==> src/design/blit_defs.svh <==
/* Blitter address path parameters */

`ifndef BLIT_DEFS_SVH
`define BLIT_DEFS_SVH

// Pointer windows, A1 source and A2 destination
`define BLIT_NUM_PTRS 2

// Requests allowed in flight before a credit must come back
`define BLIT_CREDITS 4

// Byte address out of the address generator
`define BLIT_ADDR_W 24

// Phrase base address, byte address less the 3 lane bits
`define BLIT_BASE_W 21

// Pixel and line counters, also the x/y position width
`define BLIT_CNT_W 16

`endif

==> src/design/blit_pkg.sv <==
/* Blitter shared types */

`default_nettype none

`include "blit_defs.svh"

package blit_pkg;

	// Blit opcodes, selects the requests per pixel
	typedef enum logic [1:0]
	{
		BLT_FILL,
		BLT_COPY,
		BLT_ZCOPY
	} blit_op_e;

	// Configuration register index
	typedef enum logic [2:0]
	{
		A1_BASE,
		A1_POS,
		A1_FMT,
		A2_BASE,
		A2_POS,
		A2_FMT,
		BLT_SIZE,
		BLT_CMD
	} cfg_reg_e;

	// One pointer window as programmed
	typedef struct packed
	{
		logic [`BLIT_BASE_W-1:0] base;
		logic [`BLIT_CNT_W-1:0]  x_start;
		logic [`BLIT_CNT_W-1:0]  y_start;
		logic [5:0]              width;
		logic [2:0]              pix_size;
		logic [1:0]              pitch;
		logic [1:0]              z_offset;
	} ptr_cfg_t;

	// Current pixel position of a window
	typedef struct packed
	{
		logic [`BLIT_CNT_W-1:0] x;
		logic [`BLIT_CNT_W-1:0] y;
	} ptr_pos_t;

	// Channel of a request, doubles as pointer index
	typedef enum logic
	{
		CH_A1,
		CH_A2
	} chan_e;

	// Outgoing memory request
	typedef struct packed
	{
		logic [`BLIT_ADDR_W-1:0] addr;
		chan_e                   chan;
		logic                    z;
		logic                    last;
	} mem_req_t;

	typedef enum logic [1:0]
	{
		IDLE,
		ISSUE,
		DRAIN
	} seq_state_e;

endpackage

`default_nettype wire

==> src/design/blit_addr_gen.sv <==
/* Blitter address generator */

`timescale 1ns/1ps
`default_nettype none

`include "blit_defs.svh"

module blit_addr_gen
(
	input  wire                                          sys_clk,
	input  wire                                          rst_n,
	input  wire                                          issue,
	input  wire                                          zaddr,
	input  wire                                          last,
	input  wire blit_pkg::chan_e                         chan,
	input  wire blit_pkg::ptr_cfg_t [`BLIT_NUM_PTRS-1:0] ptr_cfg,
	input  wire blit_pkg::ptr_pos_t [`BLIT_NUM_PTRS-1:0] ptr_pos,
	output logic                                         req_valid,
	output blit_pkg::mem_req_t                           req
);
	import blit_pkg::*;

	// Pixel address is one wider than the y term
	localparam int PA_W  = `BLIT_ADDR_W + 1;
	// Bit address, phrase index sits at [PIX_W-1:6]
	localparam int PIX_W = `BLIT_BASE_W + 6;

	ptr_cfg_t                sel_cfg;
	ptr_pos_t                sel_pos;
	logic [`BLIT_ADDR_W-1:0] y_ext;
	logic [`BLIT_ADDR_W-1:0] y_mul;
	logic [`BLIT_ADDR_W-1:0] ya;
	logic [PA_W-1:0]         pa;
	logic [2:0]              eff_size;
	logic [PIX_W-1:0]        pixbit;
	logic [`BLIT_BASE_W-1:0] phr_idx;
	logic [`BLIT_BASE_W-1:0] stride;
	logic [`BLIT_BASE_W-1:0] z_add;
	logic [`BLIT_BASE_W-1:0] phr_addr;
	logic [`BLIT_ADDR_W-1:0] byte_addr;

	// Window select by channel
	assign sel_cfg = ptr_cfg[chan];
	assign sel_pos = ptr_pos[chan];

	always_comb
	begin
		y_ext = `BLIT_ADDR_W'(sel_pos.y);

		// y * (4 + 2*w1 + w0), built from shifted adds
		y_mul = y_ext << 2;
		if (sel_cfg.width[1])
			y_mul = y_mul + (y_ext << 1);
		if (sel_cfg.width[0])
			y_mul = y_mul + y_ext;

		// Exponent part scales by 2^w/4
		// Codes with width[5:4] = 3 give no y term
		if (&sel_cfg.width[5:4])
			ya = '0;
		else
			ya = (y_mul << sel_cfg.width[5:2]) >> 2;

		pa = {1'b0, ya} + PA_W'(sel_pos.x);

		// Sizes 6 and 7 alias 4 and 5
		if (&sel_cfg.pix_size[2:1])
			eff_size = sel_cfg.pix_size & 3'b101;
		else
			eff_size = sel_cfg.pix_size;

		pixbit  = PIX_W'(pa) << eff_size;
		phr_idx = pixbit[PIX_W-1:6];

		// Pitch spreads phrases for interleaved planes
		case (sel_cfg.pitch)
			2'd0: stride = phr_idx;
			2'd1: stride = phr_idx << 1;
			2'd2: stride = phr_idx << 2;
			default: stride = {phr_idx[`BLIT_BASE_W-2:0], 1'b0};
		endcase

		z_add = zaddr ? `BLIT_BASE_W'(sel_cfg.z_offset) : '0;

		// Phrase address wraps at the base width
		phr_addr  = sel_cfg.base + stride + z_add;
		byte_addr = {phr_addr, pixbit[5:3]};
	end

	// One request per cycle, out one cycle after issue
	always_ff @(posedge sys_clk or negedge rst_n)
	begin
		if (!rst_n)
			req_valid <= 1'b0;
		else
			req_valid <= issue;
	end

	always_ff @(posedge sys_clk)
	begin
		if (issue)
		begin
			req.addr <= byte_addr;
			req.chan <= chan;
			req.z    <= zaddr;
			req.last <= last;
		end
	end

endmodule

`default_nettype wire

==> src/design/blit_addr_top.sv <==
/* Blitter address path top */

`timescale 1ns/1ps
`default_nettype none

`include "blit_defs.svh"

module blit_addr_top
(
	input  wire                       sys_clk,
	input  wire                       rst_n,
	input  wire                       cfg_valid,
	input  wire blit_pkg::cfg_reg_e   cfg_reg,
	input  wire [31:0]                cfg_data,
	input  wire                       credit_return,
	output logic                      req_valid,
	output blit_pkg::mem_req_t        req,
	output logic                      busy,
	output logic                      done
);
	import blit_pkg::*;

	ptr_cfg_t [`BLIT_NUM_PTRS-1:0] ptr_cfg;
	ptr_pos_t [`BLIT_NUM_PTRS-1:0] ptr_pos;
	logic                          load;
	logic                          start;
	blit_op_e                      op;
	logic [`BLIT_CNT_W-1:0]        line_pixels;
	logic [`BLIT_CNT_W-1:0]        lines;
	logic                          issue;
	logic                          zaddr;
	logic                          last;
	logic                          line_end;
	chan_e                         chan;
	logic [`BLIT_NUM_PTRS-1:0]     step;

	blit_cmd_decoder blit_cmd_decoder_inst
	(
		.sys_clk     (sys_clk),
		.rst_n       (rst_n),
		.cfg_valid   (cfg_valid),
		.cfg_reg     (cfg_reg),
		.cfg_data    (cfg_data),
		.busy        (busy),
		.ptr_cfg     (ptr_cfg),
		.load        (load),
		.start       (start),
		.op          (op),
		.line_pixels (line_pixels),
		.lines       (lines)
	);

	// One unit per window, index matches chan_e
	for (genvar i = 0; i < `BLIT_NUM_PTRS; i++)
	begin : g_ptr
		blit_pointer_unit blit_pointer_unit_inst
		(
			.sys_clk  (sys_clk),
			.rst_n    (rst_n),
			.cfg      (ptr_cfg[i]),
			.load     (load),
			.step     (step[i]),
			.line_end (line_end),
			.pos      (ptr_pos[i])
		);
	end

	blit_sequencer blit_sequencer_inst
	(
		.sys_clk       (sys_clk),
		.rst_n         (rst_n),
		.start         (start),
		.op            (op),
		.line_pixels   (line_pixels),
		.lines         (lines),
		.credit_return (credit_return),
		.issue         (issue),
		.zaddr         (zaddr),
		.last          (last),
		.line_end      (line_end),
		.chan          (chan),
		.step          (step),
		.busy          (busy),
		.done          (done)
	);

	blit_addr_gen blit_addr_gen_inst
	(
		.sys_clk   (sys_clk),
		.rst_n     (rst_n),
		.issue     (issue),
		.zaddr     (zaddr),
		.last      (last),
		.chan      (chan),
		.ptr_cfg   (ptr_cfg),
		.ptr_pos   (ptr_pos),
		.req_valid (req_valid),
		.req       (req)
	);

endmodule

`default_nettype wire

==> src/design/blit_cmd_decoder.sv <==
/* Blitter command decoder */

`timescale 1ns/1ps
`default_nettype none

`include "blit_defs.svh"

module blit_cmd_decoder
(
	input  wire                                          sys_clk,
	input  wire                                          rst_n,
	input  wire                                          cfg_valid,
	input  wire blit_pkg::cfg_reg_e                      cfg_reg,
	input  wire [31:0]                                   cfg_data,
	input  wire                                          busy,
	output blit_pkg::ptr_cfg_t [`BLIT_NUM_PTRS-1:0]      ptr_cfg,
	output logic                                         load,
	output logic                                         start,
	output blit_pkg::blit_op_e                           op,
	output logic [`BLIT_CNT_W-1:0]                       line_pixels,
	output logic [`BLIT_CNT_W-1:0]                       lines
);
	import blit_pkg::*;

	logic accept;
	logic cmd_write;

	// Writes only land while the engine is idle
	// The cycle holding start counts as busy too
	assign accept = cfg_valid && !busy && !start;
	assign cmd_write = accept && (cfg_reg == BLT_CMD);

	// Register file
	always_ff @(posedge sys_clk)
	begin
		if (accept)
		begin
			case (cfg_reg)
				A1_BASE: ptr_cfg[CH_A1].base <= cfg_data[`BLIT_BASE_W-1:0];
				A2_BASE: ptr_cfg[CH_A2].base <= cfg_data[`BLIT_BASE_W-1:0];
				// x in the low half, y in the high half
				A1_POS:
				begin
					ptr_cfg[CH_A1].x_start <= cfg_data[15:0];
					ptr_cfg[CH_A1].y_start <= cfg_data[31:16];
				end
				A2_POS:
				begin
					ptr_cfg[CH_A2].x_start <= cfg_data[15:0];
					ptr_cfg[CH_A2].y_start <= cfg_data[31:16];
				end
				// Width code, pixel size, pitch, z-offset
				A1_FMT:
				begin
					ptr_cfg[CH_A1].width    <= cfg_data[5:0];
					ptr_cfg[CH_A1].pix_size <= cfg_data[8:6];
					ptr_cfg[CH_A1].pitch    <= cfg_data[10:9];
					ptr_cfg[CH_A1].z_offset <= cfg_data[12:11];
				end
				A2_FMT:
				begin
					ptr_cfg[CH_A2].width    <= cfg_data[5:0];
					ptr_cfg[CH_A2].pix_size <= cfg_data[8:6];
					ptr_cfg[CH_A2].pitch    <= cfg_data[10:9];
					ptr_cfg[CH_A2].z_offset <= cfg_data[12:11];
				end
				BLT_SIZE:
				begin
					line_pixels <= cfg_data[15:0];
					lines       <= cfg_data[31:16];
				end
				default: op <= blit_op_e'(cfg_data[1:0]);
			endcase
		end
	end

	// Load and start pulse together, one cycle after the command
	always_ff @(posedge sys_clk or negedge rst_n)
	begin
		if (!rst_n)
		begin
			load  <= 1'b0;
			start <= 1'b0;
		end
		else
		begin
			load  <= cmd_write;
			start <= cmd_write;
		end
	end

	// Sequencer must be idle when a blit is started
	a_start_idle: assert property (@(posedge sys_clk) disable iff (!rst_n)
		start |-> !busy);

	// and it must pick the start up on the same edge
	a_start_busy: assert property (@(posedge sys_clk) disable iff (!rst_n)
		start |=> busy);

endmodule

`default_nettype wire

==> src/design/blit_pointer_unit.sv <==
/* Blitter pointer unit */

`timescale 1ns/1ps
`default_nettype none

module blit_pointer_unit
(
	input  wire                      sys_clk,
	input  wire                      rst_n,
	input  wire blit_pkg::ptr_cfg_t  cfg,
	input  wire                      load,
	input  wire                      step,
	input  wire                      line_end,
	output blit_pkg::ptr_pos_t       pos
);

	// Position walks the rectangle in raster order
	// x runs +1 per pixel, y +1 per line
	always_ff @(posedge sys_clk or negedge rst_n)
	begin
		if (!rst_n)
		begin
			pos <= '0;
		end
		else if (load)
		begin
			// Start of blit, go to the window origin
			pos.x <= cfg.x_start;
			pos.y <= cfg.y_start;
		end
		else if (step)
		begin
			if (line_end)
			begin
				// Back to the left edge, next line down
				pos.x <= cfg.x_start;
				pos.y <= pos.y + 1'b1;
			end
			else
			begin
				pos.x <= pos.x + 1'b1;
			end
		end
	end

	// Load comes from the decoder, step from the sequencer
	// A step during load would be lost
	a_no_step_on_load: assert property (@(posedge sys_clk) disable iff (!rst_n)
		!(load && step));

endmodule

`default_nettype wire

==> src/design/blit_sequencer.sv <==
/* Blitter request sequencer */

`timescale 1ns/1ps
`default_nettype none

`include "blit_defs.svh"

module blit_sequencer
(
	input  wire                       sys_clk,
	input  wire                       rst_n,
	input  wire                       start,
	input  wire blit_pkg::blit_op_e   op,
	input  wire [`BLIT_CNT_W-1:0]     line_pixels,
	input  wire [`BLIT_CNT_W-1:0]     lines,
	input  wire                       credit_return,
	output logic                      issue,
	output logic                      zaddr,
	output logic                      last,
	output logic                      line_end,
	output blit_pkg::chan_e           chan,
	output logic [`BLIT_NUM_PTRS-1:0] step,
	output logic                      busy,
	output logic                      done
);
	import blit_pkg::*;

	localparam int CRED_W = $clog2(`BLIT_CREDITS + 1);

	seq_state_e             state;
	logic [`BLIT_CNT_W-1:0] pix_cnt;
	logic [`BLIT_CNT_W-1:0] line_cnt;
	logic [1:0]             phase;
	logic [1:0]             final_phase;
	logic [CRED_W-1:0]      credits;
	logic                   pixel_done;
	logic                   last_line;

	always_comb
	begin
		// Requests per pixel minus one
		case (op)
			BLT_FILL: final_phase = 2'd0;
			BLT_COPY: final_phase = 2'd1;
			default:  final_phase = 2'd2;
		endcase

		// Phase 0 reads A1 unless filling
		// Later phases write A2
		chan  = (op != BLT_FILL && phase == 2'd0) ? CH_A1 : CH_A2;
		zaddr = (op == BLT_ZCOPY) && (phase == 2'd2);

		pixel_done = (phase == final_phase);
		line_end   = (pix_cnt == line_pixels - 1'b1);
		last_line  = (line_cnt == lines - 1'b1);
		last       = pixel_done && line_end && last_line;

		// Credits gate every request
		issue = (state == ISSUE) && (credits != '0);

		// A pointer moves after its final request of the pixel
		step        = '0;
		step[CH_A1] = issue && (chan == CH_A1);
		step[CH_A2] = issue && pixel_done;
	end

	assign busy = (state != IDLE);

	// Credit counter
	// A return may coincide with an issue
	always_ff @(posedge sys_clk or negedge rst_n)
	begin
		if (!rst_n)
			credits <= CRED_W'(`BLIT_CREDITS);
		else
			credits <= credits - CRED_W'(issue) + CRED_W'(credit_return);
	end

	always_ff @(posedge sys_clk or negedge rst_n)
	begin
		if (!rst_n)
		begin
			state    <= IDLE;
			pix_cnt  <= '0;
			line_cnt <= '0;
			phase    <= '0;
			done     <= 1'b0;
		end
		else
		begin
			done <= 1'b0;
			case (state)
				IDLE:
				begin
					if (start)
					begin
						state    <= ISSUE;
						pix_cnt  <= '0;
						line_cnt <= '0;
						phase    <= '0;
					end
				end
				ISSUE:
				begin
					// Without a credit everything holds
					if (issue)
					begin
						if (!pixel_done)
						begin
							phase <= phase + 1'b1;
						end
						else
						begin
							phase <= '0;
							if (!line_end)
								pix_cnt <= pix_cnt + 1'b1;
							else
							begin
								pix_cnt <= '0;
								if (last_line)
									state <= DRAIN;
								else
									line_cnt <= line_cnt + 1'b1;
							end
						end
					end
				end
				DRAIN:
				begin
					// Finished once every credit is home
					if (credits == CRED_W'(`BLIT_CREDITS))
					begin
						state <= IDLE;
						done  <= 1'b1;
					end
				end
				default: state <= IDLE;
			endcase
		end
	end

	// Memory side never returns more than it was given
	a_credit_max: assert property (@(posedge sys_clk) disable iff (!rst_n)
		credits <= CRED_W'(`BLIT_CREDITS));

	// No request leaves an empty counter, only a return refills it
	a_no_issue_dry: assert property (@(posedge sys_clk) disable iff (!rst_n)
		(credits == '0 && !credit_return) |=> (credits == '0));

endmodule

`default_nettype wire

==> config.mk <==
export PLATFORM = sky130hd
export DESIGN_NAME = blit_addr_top
export DESIGN_NICKNAME = d
export VERILOG_FILES = /design/src/design/blit_pkg.sv /design/src/design/blit_addr_gen.sv /design/src/design/blit_addr_top.sv /design/src/design/blit_cmd_decoder.sv /design/src/design/blit_pointer_unit.sv /design/src/design/blit_sequencer.sv
export VERILOG_INCLUDE_DIRS = /design/src /design/src/design
export SDC_FILE = /design/constraint.sdc
export NUM_CORES = 1
export LEC_CHECK = 0
export BUFFER_PORTS_ARGS = -buffer_cell sky130_fd_sc_hd__buf_4
export CORE_UTILIZATION = 50
export CTS_CLUSTER_SIZE = 25
export DETAILED_ROUTE_END_ITERATION = 6
export PLACE_DENSITY = 0.66
export SLEW_MARGIN = 0
export SYNTH_ARGS = -nofsm -noshare
export SYNTH_HDL_FRONTEND = slang
export SYNTH_SLANG_ARGS = --single-unit
==> constraint.sdc <==
create_clock -name sys_clk -period 11.39 [get_ports sys_clk]
set_input_delay 2.278 -clock sys_clk [delete_from_list [all_inputs] [get_ports sys_clk]]
set_output_delay 2.278 -clock sys_clk [all_outputs]
set_load 0.1 [all_outputs]
==> results.md, run 1 <==
* Number of hold buffers added after CTS at 0
* Placed cell count at 2761
* H-tree levels at 2
* Hold Path Depth at 2
* Leakage at between 9 and 10 nW
* Asr flop ratio synth at 0.355
* Avg Inst Size Synth at ~9.0 um2
* Slew Viols, Final at 0
* Insertion delay to the later sink of the worst-skew pair at around 0.56 ns
* Most frequent cells in the layout: nand2_1, nor2_1, edfxtp_1
* DRC Markers at 0
* Setup TNS at 0 ns
* Starting DRT DRC Count at about 1300
* HP Start: blit_cmd_decoder_inst.ptr_cfg[20]$_DFFE_PP_
* Root Driver: clkbuf_16
* Slowest-stage cell, CP: a221o_1
* Unique masters post-synth at about 110
* Worst R2R Setup Slack at around 0.89 ns
* Final hold vios at 0
* Post-Layout Cell Count at about 2800
* Rel. slew slack at 0.261
* CP arrival at about 11 ns
* Worst slew pin tran at between 1 and 1.5 ns
* Antenna violation net count after detailed routing at 0
* Worst-path fanout max at 19
* Worst Hold Class: reg2reg
* Critical Path RT at between 10 and 15 ns
* Synth Instances at approximately 2200
* Final GP Congestion at 0.908
* Final wirelength at ~53000 um
* Register area share after synthesis at 0.418
* GRT Total Usage at 0.262
* Clock-pin slew on the worst setup and hold paths at around 0.06 ns
* Die area at 0.0413 mm2
* Power Dens Cells at 268 mW/mm2
* R2R Path Start: blit_sequencer_inst.phase[0]$_DFFE_PN0P_
* R2R Path End: blit_addr_gen_inst.req[26]$_DFFE_PP_
* FILL cells at 3535
* Starting Density at 0.508
* Via-to-Cell Ratio at just over 6
* Max-cap violations at 0
* TritonRoute pass-1 iters at 6
* Area grow syn2layout at 11.7%
* Num rows at 73
* Core outline area at 0.0398 mm2
* Global-route wire length before repair at 86500 um
* # nets final at 2410
* RSZ-0062 raised after global routing: no
* Min-Delay Endpoint: g_ptr[0].blit_pointer_unit_inst.pos[7]$_DFFE_PN0P_
* DR vias at approximately 17000
* Die Span X at 203 um
* Vias in the first global route at 16500
* Hpwl dp at between 30000 and 40000 um
* EDFF count, synth at 193
* Setup crit start kind: register
* Initial antenna violation count at 0
* Buffers added on ports at just under 70
* Total clock sinks at between 200 and 300
* Post-synth net total at ~2400
* Cell area after layout at ~0.023 mm2
* Cts bufs inserted at 34
* Synth warnings at 0
* Tcrit/Tclk final at 0.922
* Setup Viol. Count Final at 0
* CTS tree: yes
* Die H at about 200 um
* Peak supply drop at roughly 160 uV
* Worst Path Class, Setup: reg2reg
* Clk_skew at between 0.02 and 0.025 ns
* Grt total ovfl at 0
* I/O pin total at slightly below 70
* Seq cells post-synth at approximately 300
* Placed Area at 0.0213 mm2
* Final min period at 10.50 ns
* Pin count of the biggest net entering global routing at 62
* Fmax at about 95 MHz
* Avg WL per Cell at between 15 and 20 um
* Status: complete, no violations
* Most common cell after layout, fill and taps aside: nand2_1
* CTS Buffer Depth at 3
* R2R cell count at 45
* Crit. End Element: register
* Synthesized area at roughly 0.02 mm2
* CP max stage delay at 0.48 ns
* Most used DFF post-synth: edfxtp_1
* Share of post-route cells with drive strength above 1 at 0.106
[metal layers]
layer | global-route usage | vias to the layer above | share of wire
met5 | 0 | - | 0
met4 | 0.0798 | 0 | 0.024
met3 | 0.0358 | 89 | 0.061
met2 | 0.423 | 533 | 0.46
met1 | 0.365 | 8167 | 0.46
li1 | - | 8308 | -
[layout make-up]
class / instances / area [um2] / area share
antenna: 1 / 2.50 / 0.000111
clock buffer: 41 / 908 / 0.0402
clock inverter: 21 / 300 / 0.0133
inverter: 59 / 224 / 0.00991
multi-input combinational: 1776 / 11300 / 0.499
sequential: 299 / 8450 / 0.374
tap: 525 / 657 / 0.0291
timing repair buffer: 102 / 769 / 0.0341
[cell families (layout without fill, tap and decap cells)]
kind of cell    count (synthesis)  after routing  share of synthesized area
compound gates                596            596                      0.194
xor+xnor                      115            115                     0.0502
fa+ha+maj                     101            101                     0.0645
buf+inv                       161            223                     0.0312
flops                         299            299                      0.418
mux                            85             85                     0.0447
other cells                     0              1                          0
simple gates                  879            879                      0.198
[power breakdown]
group	internal (mW)	total [mW]	switching [mW]
Combinational	1.18	3.33	2.15
Sequential	1.40	1.54	0.142
Clock	0.717	1.19	0.475
Total	3.30	6.06	2.76
[metrics by stage]
step | power, mW | utilization | worst slack (ns) | hold slack (ns)
floorplan | 4.08 | - | 0.626 | 0.430
global placement | 4.77 | 0.534 | 0.718 | 0.443
detailed placement | 4.82 | 0.534 | 0.519 | 0.455
CTS | 6.03 | 0.565 | 0.460 | 0.470
global route | 6.50 | 0.567 | 0.00656 | 0.497
finish | 6.06 | 0.567 | 0.894 | 0.464
[state kept, by name, indices dropped and copies added (netlist names), 2 cells and up]
name                               flops
blit_addr_gen_inst.req                27
blit_cmd_decoder_inst.line_pixels     16
blit_sequencer_inst.phase              2
blit_sequencer_inst.line_cnt          16
g_ptr.blit_pointer_unit_inst.pos      64
blit_cmd_decoder_inst.lines           16
blit_sequencer_inst.credits            3
blit_sequencer_inst.pix_cnt           16
blit_cmd_decoder_inst.ptr_cfg        132
blit_sequencer_inst.state              2
blit_cmd_decoder_inst.op               2
[worst max-delay path by stage]
stage / start / cells past startpoint / to
floorplan: blit_sequencer_inst.phase[0]$_DFFE_PN0P_ / 55 / blit_addr_gen_inst.req[25]$_DFFE_PP_
global placement: blit_sequencer_inst.phase[0]$_DFFE_PN0P_ / 46 / blit_addr_gen_inst.req[26]$_DFFE_PP_
CTS: blit_sequencer_inst.phase[0]$_DFFE_PN0P_ / 49 / blit_addr_gen_inst.req[25]$_DFFE_PP_
detailed placement: blit_sequencer_inst.phase[0]$_DFFE_PN0P_ / 49 / blit_addr_gen_inst.req[25]$_DFFE_PP_
finish: blit_sequencer_inst.phase[0]$_DFFE_PN0P_ / 45 / blit_addr_gen_inst.req[26]$_DFFE_PP_
global route: blit_sequencer_inst.phase[0]$_DFFE_PN0P_ / 52 / blit_addr_gen_inst.req[25]$_DFFE_PP_
[worst max-delay path, delay by kind of cell (launching register included)]
family / cells / cell delay [ns]
AO/OA/AOI/OAI: 22 / 4.39
XOR/XNOR: 2 / 0.39
adder cells (fa/ha/maj): 6 / 1.91
buffers and inverters: 4 / 0.63
flip-flops: 1 / 0.43
multiplexers: 1 / 0.36
AND/OR/NAND/NOR: 10 / 2.11
[repair_timing]
item | 4_1_cts | 5_1_grt
hold endpoints to repair | 0 | 0
resized for setup | 0 | 23
setup endpoints to repair | 0 | 5
setup buffers | 0 | 0
[synthesized netlist by cell type (all sizes together) (29+ instances only)]
library cell  count  share of area
nor3             45          0.012
nor2            239          0.044
xnor2            72          0.032
nand2           341          0.063
clkbuf           88          0.016
ha               93          0.058
o21ai           166          0.041
nand3            85          0.021
dfrtp           105           0.13
and3             32         0.0099
xor2             43          0.019
a31oi            30         0.0093
mux2i            76          0.039
a21oi           171          0.043
nand4            29         0.0090
edfxtp          193           0.29
inv              59          0.011
(Power assumes the default switching activity.)
==> run 2, diff against run 1 <==
- CORE_UTILIZATION: 50 -> 40
- PLACE_DENSITY: 0.66 -> 0.55
==> results.md, run 2 (synthesized netlist as in run 1, its figures left out) <==
* Initial antenna violation count at 0
* Rel. slew slack at 0.232
* # nets final at roughly 2400
* Starting Density at 0.405
* CTS tree: yes
* DR vias at around 17000
* Most frequent cells in the layout: nand2_1, nor2_1, edfxtp_1
* Core outline area at roughly 0.050 mm2
* Top delay family on crit path: compound AO/OA/AOI/OAI gates
* Max reg flops at roughly 130
* Area grow syn2layout at 12.6%
* Final hold vios at 0
* Clk_skew at around 0.022 ns
* Insertion delay to the later sink of the worst-skew pair at ~0.54 ns
* Starting DRT DRC Count at 1145
* Buffer and inverter count on the worst path at 5
* Final min period at about 11 ns
* Die area at 0.0515 mm2
* Clock-pin slew on the worst setup and hold paths at 0.06 ns
* Hpwl dp at roughly 41000 um
* Total clock sinks at 299
* Slowest-stage cell, CP: a221o_1
* CP max stage delay at approximately 0.47 ns
* Peak supply drop at around 150 uV
* Cell area after layout at ~0.023 mm2
* GRT Total Usage at 0.220
* Critical Path RT at between 10 and 15 ns
* Worst-path fanout max at 19
* Root Driver: clkbuf_16
* Most common cell after layout, fill and taps aside: nand2_1
* Tcrit/Tclk final at 0.933
* Storage cell area at between 0.008 and 0.009 mm2
* Pin count of the biggest net entering global routing at 63
* TritonRoute pass-1 iters at 5
* Avg WL per Cell at 18.7 um
* Worst slack, placed at between 0.4 and 0.5 ns
* Die H at 227 um
* DRC Markers at 0
* Placed Area at ~0.021 mm2
* CP arrival at roughly 11 ns
* Final GP Congestion at 0.894
* Setup Viol. Count Final at 0
* Top Registers: blit_cmd_decoder_inst.ptr_cfg: 132 flops, g_ptr.blit_pointer_unit_inst.pos: 64 flops, blit_addr_gen_inst.req: 27 flops
* Share of post-route cells with drive strength above 1 at 0.108
* Via-to-Cell Ratio at 5.70
* CTS Buffer Depth at 3
* Max-cap violations at 0
* Global-route wire length before repair at 89300 um
* Setup crit start kind: register
* Final WS setup at 0.758 ns
* Setup TNS at 0 ns
* H-tree levels at 2
* Grt total ovfl at 0
* Slew Viols, Final at 0
* RSZ-0062 raised after global routing: no
* Buffers added on ports at 68
* I/O pin total at 69
* Final wirelength at approximately 56000 um
* Top cell by count, worst path: ha_1
* Antenna violation net count after detailed routing at 0
* Fmax at 94.1 MHz
* Multi-input logic area at ~0.011 mm2
* Worst slew pin tran at 1.15 ns
* Leakage at 9.08 nW
* Cts bufs inserted at 36
* FILL cells at roughly 4800
* Power Dens Cells at 266 mW/mm2
* Die Span X at between 200 and 250 um
* Status: complete, no violations
* Crit. End Element: register
* Top reg by flops: blit_cmd_decoder_inst.ptr_cfg
* Worst Hold Class: reg2reg
* Worst Path Class, Setup: reg2reg
* Num rows at 82
* # diodes at 0
* Vias in the first global route at about 16000
-- run 2: worst register-to-register path: cells and delay by family, from the launching register on --
| kind | cells | cell delay, ns |
|---|---|---|
| simple gates | 11 | 2.49 |
| mux | 1 | 0.39 |
| xor+xnor | 1 | 0.11 |
| flops | 1 | 0.43 |
| fa+ha+maj | 6 | 1.81 |
| buf+inv | 5 | 0.83 |
| compound gates | 22 | 4.33 |
-- run 2: layer usage --
metal,vias to the layer above,GRT usage,routed length [um]
li1,8323,-,-
met1,8214,0.318,27200
met2,373,0.351,25200
met3,60,0.0244,2270
met4,0,0.0525,1030
met5,-,0,0
-- run 2: report_power, final --
| part | switching, mW | internal (mW) |
|---|---|---|
| logic | 2.17 | 1.19 |
| registers | 0.142 | 1.40 |
| clock network | 0.453 | 0.696 |
-- run 2: metrics by stage --
step,power (mW),instances,util,hold slack [ns]
floorplan,4.08,2236,-,0.430
global placement,4.83,2912,0.430,0.439
global route,6.52,2976,0.456,0.464
finish,6.05,2976,0.456,0.454
detailed placement,4.86,2912,0.430,0.439
CTS,6.03,2976,0.454,0.464
-- run 2: final timing paths --
check	startpoint	to	slack (ns)	depth (start not counted)
worst max-delay path	blit_sequencer_inst.phase[0]$_DFFE_PN0P_	blit_addr_gen_inst.req[26]$_DFFE_PP_	0.76	46
worst min-delay path	blit_cmd_decoder_inst.ptr_cfg[20]$_DFFE_PP_	g_ptr[0].blit_pointer_unit_inst.pos[7]$_DFFE_PN0P_	0.45	2
worst max register to register	blit_sequencer_inst.phase[0]$_DFFE_PN0P_	blit_addr_gen_inst.req[26]$_DFFE_PP_	0.76	46
worst min register to register	blit_cmd_decoder_inst.ptr_cfg[20]$_DFFE_PP_	g_ptr[0].blit_pointer_unit_inst.pos[7]$_DFFE_PN0P_	0.45	2
max in group asynchronous	rst_n	blit_cmd_decoder_inst.load$_DFF_PN0_	8.28	2
min in group asynchronous	rst_n	blit_sequencer_inst.line_cnt[15]$_DFFE_PN0P_	1.88	1
-- run 2: cell type report --
type | instances | area share
clock buffers | 49 | 0.0448
clock inverters | 15 | 0.00692
inverters | 59 | 0.00984
multi-input cells | 1776 | 0.495
flip-flops and latches | 299 | 0.371
well taps | 672 | 0.0369
repair buffers | 106 | 0.0351
-- run 2: repair_timing --
item / 4_1_cts / 5_1_grt
hold endpoints to repair: 0 / 0
hold buffers: 0 / 0
setup endpoints to repair: 0 / 6
setup buffers: 0 / 0
gates resized for setup: 0 / 21
==> run 3, diff against run 2 <==
- GPL_TIMING_DRIVEN: unset -> 0
- SLEW_MARGIN: 0 -> 40
==> results.md, run 3 (synthesized netlist as in run 1, its figures left out) <==
* Starting DRT DRC Count at 1373
* TritonRoute pass-1 iters at 7
* DRC Markers at 0
* Hpwl dp at roughly 45000 um
* Cell area after layout at about 0.023 mm2
* Die Span X at around 230 um
* GRT Total Usage at 0.235
* Peak supply drop at about 140 uV
* FILL cells at 4805
* Die H at ~230 um
* Most common cell after layout, fill and taps aside: nand2_1
* Final WS setup at about 0.68 ns
* Final hold vios at 0
* Final GP Congestion at roughly 0.87
* Worst Hold Class: reg2reg
* Final wirelength at around 60000 um
* Pin count of the biggest net entering global routing at 60
* Slowest-stage cell, CP: a311o_2
* Placed Area at 0.0218 mm2
* Grt total ovfl at 0
* Setup crit start kind: register
* Storage cell area at between 0.008 and 0.009 mm2
* Clock-pin slew on the worst setup and hold paths at around 0.06 ns
* I/O pin total at around 70
* CTS Buffer Depth at 3
* Crit. End Element: register
* Leakage at 9.26 nW
* Worst slack, placed at -1.86 ns
* Top reg by flops: blit_cmd_decoder_inst.ptr_cfg
* CP arrival at about 11 ns
* Vias in the first global route at around 17000
* Critical Path RT at 11.66 ns
* Buffers added on ports at between 60 and 70
* Clk_skew at between 0.015 and 0.02 ns
* # diodes at 0
* Tcrit/Tclk final at 0.940
* Top Registers: blit_cmd_decoder_inst.ptr_cfg: 132 flops, g_ptr.blit_pointer_unit_inst.pos: 64 flops, blit_addr_gen_inst.req: 27 flops
* Fmax at between 90 and 100 MHz
* Starting Density at 0.405
* Share of post-route cells with drive strength above 1 at 0.114
* Insertion delay to the later sink of the worst-skew pair at ~0.54 ns
* Multi-input logic area at between 0.01 and 0.015 mm2
* Setup Viol. Count Final at 0
* Global-route wire length before repair at between 90000 and 100000 um
* Setup TNS at 0 ns
* Worst-path fanout max at 10
* Core outline area at between 0.04 and 0.05 mm2
* Antenna violation net count after detailed routing at 0
* Total clock sinks at between 200 and 300
* Die area at 0.0515 mm2
* Initial antenna violation count at 0
* Root Driver: clkbuf_16
* Area grow syn2layout at 16.0%
* Num rows at 82
* Final min period at 10.71 ns
* Max-cap violations at 0
* H-tree levels at 2
* Worst slew pin tran at 0.783 ns
* Power Dens Cells at approximately 270 mW/mm2
* CP max stage delay at around 0.52 ns
* Max reg flops at 132
* CTS tree: yes
* Via-to-Cell Ratio at approximately 5.8
* Status: complete, no violations
* # nets final at about 2500
* Top cell by count, worst path: ha_1
* Cts bufs inserted at 37
* Rel. slew slack at 0.463
* Slew Viols, Final at 0
* Avg WL per Cell at just under 20 um
* Most frequent cells in the layout: nand2_1, nor2_1, edfxtp_1
* DR vias at approximately 18000
* Worst Path Class, Setup: reg2reg
-- run 3: path summary, 6_finish.rpt --
kind                                                              from  slack, ns  cells after the start                                                 end
max                           blit_sequencer_inst.phase[0]$_DFFE_PN0P_       0.68                     52                blit_addr_gen_inst.req[26]$_DFFE_PP_
min                        blit_cmd_decoder_inst.ptr_cfg[20]$_DFFE_PP_       0.45                      2  g_ptr[0].blit_pointer_unit_inst.pos[7]$_DFFE_PN0P_
max reg2reg                   blit_sequencer_inst.phase[0]$_DFFE_PN0P_       0.68                     52                blit_addr_gen_inst.req[26]$_DFFE_PP_
min reg2reg                blit_cmd_decoder_inst.ptr_cfg[20]$_DFFE_PP_       0.45                      2  g_ptr[0].blit_pointer_unit_inst.pos[7]$_DFFE_PN0P_
max in group asynchronous                                        rst_n       9.06                      2            blit_sequencer_inst.phase[0]$_DFFE_PN0P_
min in group asynchronous                                        rst_n       1.67                      1        blit_sequencer_inst.line_cnt[14]$_DFFE_PN0P_
-- run 3: worst max-delay path: cells and delay by family (launching register included) --
family	cells	cell delay (ns)
buffers and inverters	7	0.91
AOI/OAI and AO/OA	19	3.91
adders and majority gates	6	1.60
muxes	2	0.71
and+or+nand+nor	15	2.52
DFF	1	0.44
xor gates and xnor gates	3	0.36
-- run 3: layer usage --
layer / vias to the layer above / routed length (um) / GRT usage
met5: - / 0 / 0
met4: 0 / 1240 / 0.0567
met3: 86 / 3330 / 0.0320
met2: 510 / 27200 / 0.372
met1: 8621 / 28300 / 0.338
li1: 8506 / - / -
-- run 3: timing repair --
action,4_1_cts,5_1_grt
pin swaps,1,10
gates resized for setup,24,50
cloned,0,0
hold buffers,0,0
setup buffers,2,10
endpoints found under the setup margin,14,7
-- run 3: cell type report --
cell class                 count  share of cell area
timing repair buffer          95              0.0335
multi-input combinational   1776               0.489
buffer                        99              0.0179
tap                          672              0.0359
inverter                      59             0.00955
clock inverter                26              0.0115
clock buffer                  42              0.0421
sequential                   299               0.360
-- run 3: per-stage QoR --
step	util	cells	hold slack (ns)	power, mW
after global routing	0.469	3068	0.470	6.74
final	0.469	3068	0.452	6.29
after detailed placement	0.436	2991	0.442	4.89
after CTS	0.464	3061	0.454	6.18
after global placement	0.432	2976	0.440	4.83
after floorplan	-	2236	0.430	4.08
-- run 3: report_power, final --
part	switching (mW)	internal, mW	total [mW]
Sequential	0.139	1.40	1.54
Clock	0.475	0.739	1.21
Combinational	2.27	1.26	3.53
Total	2.89	3.40	6.29
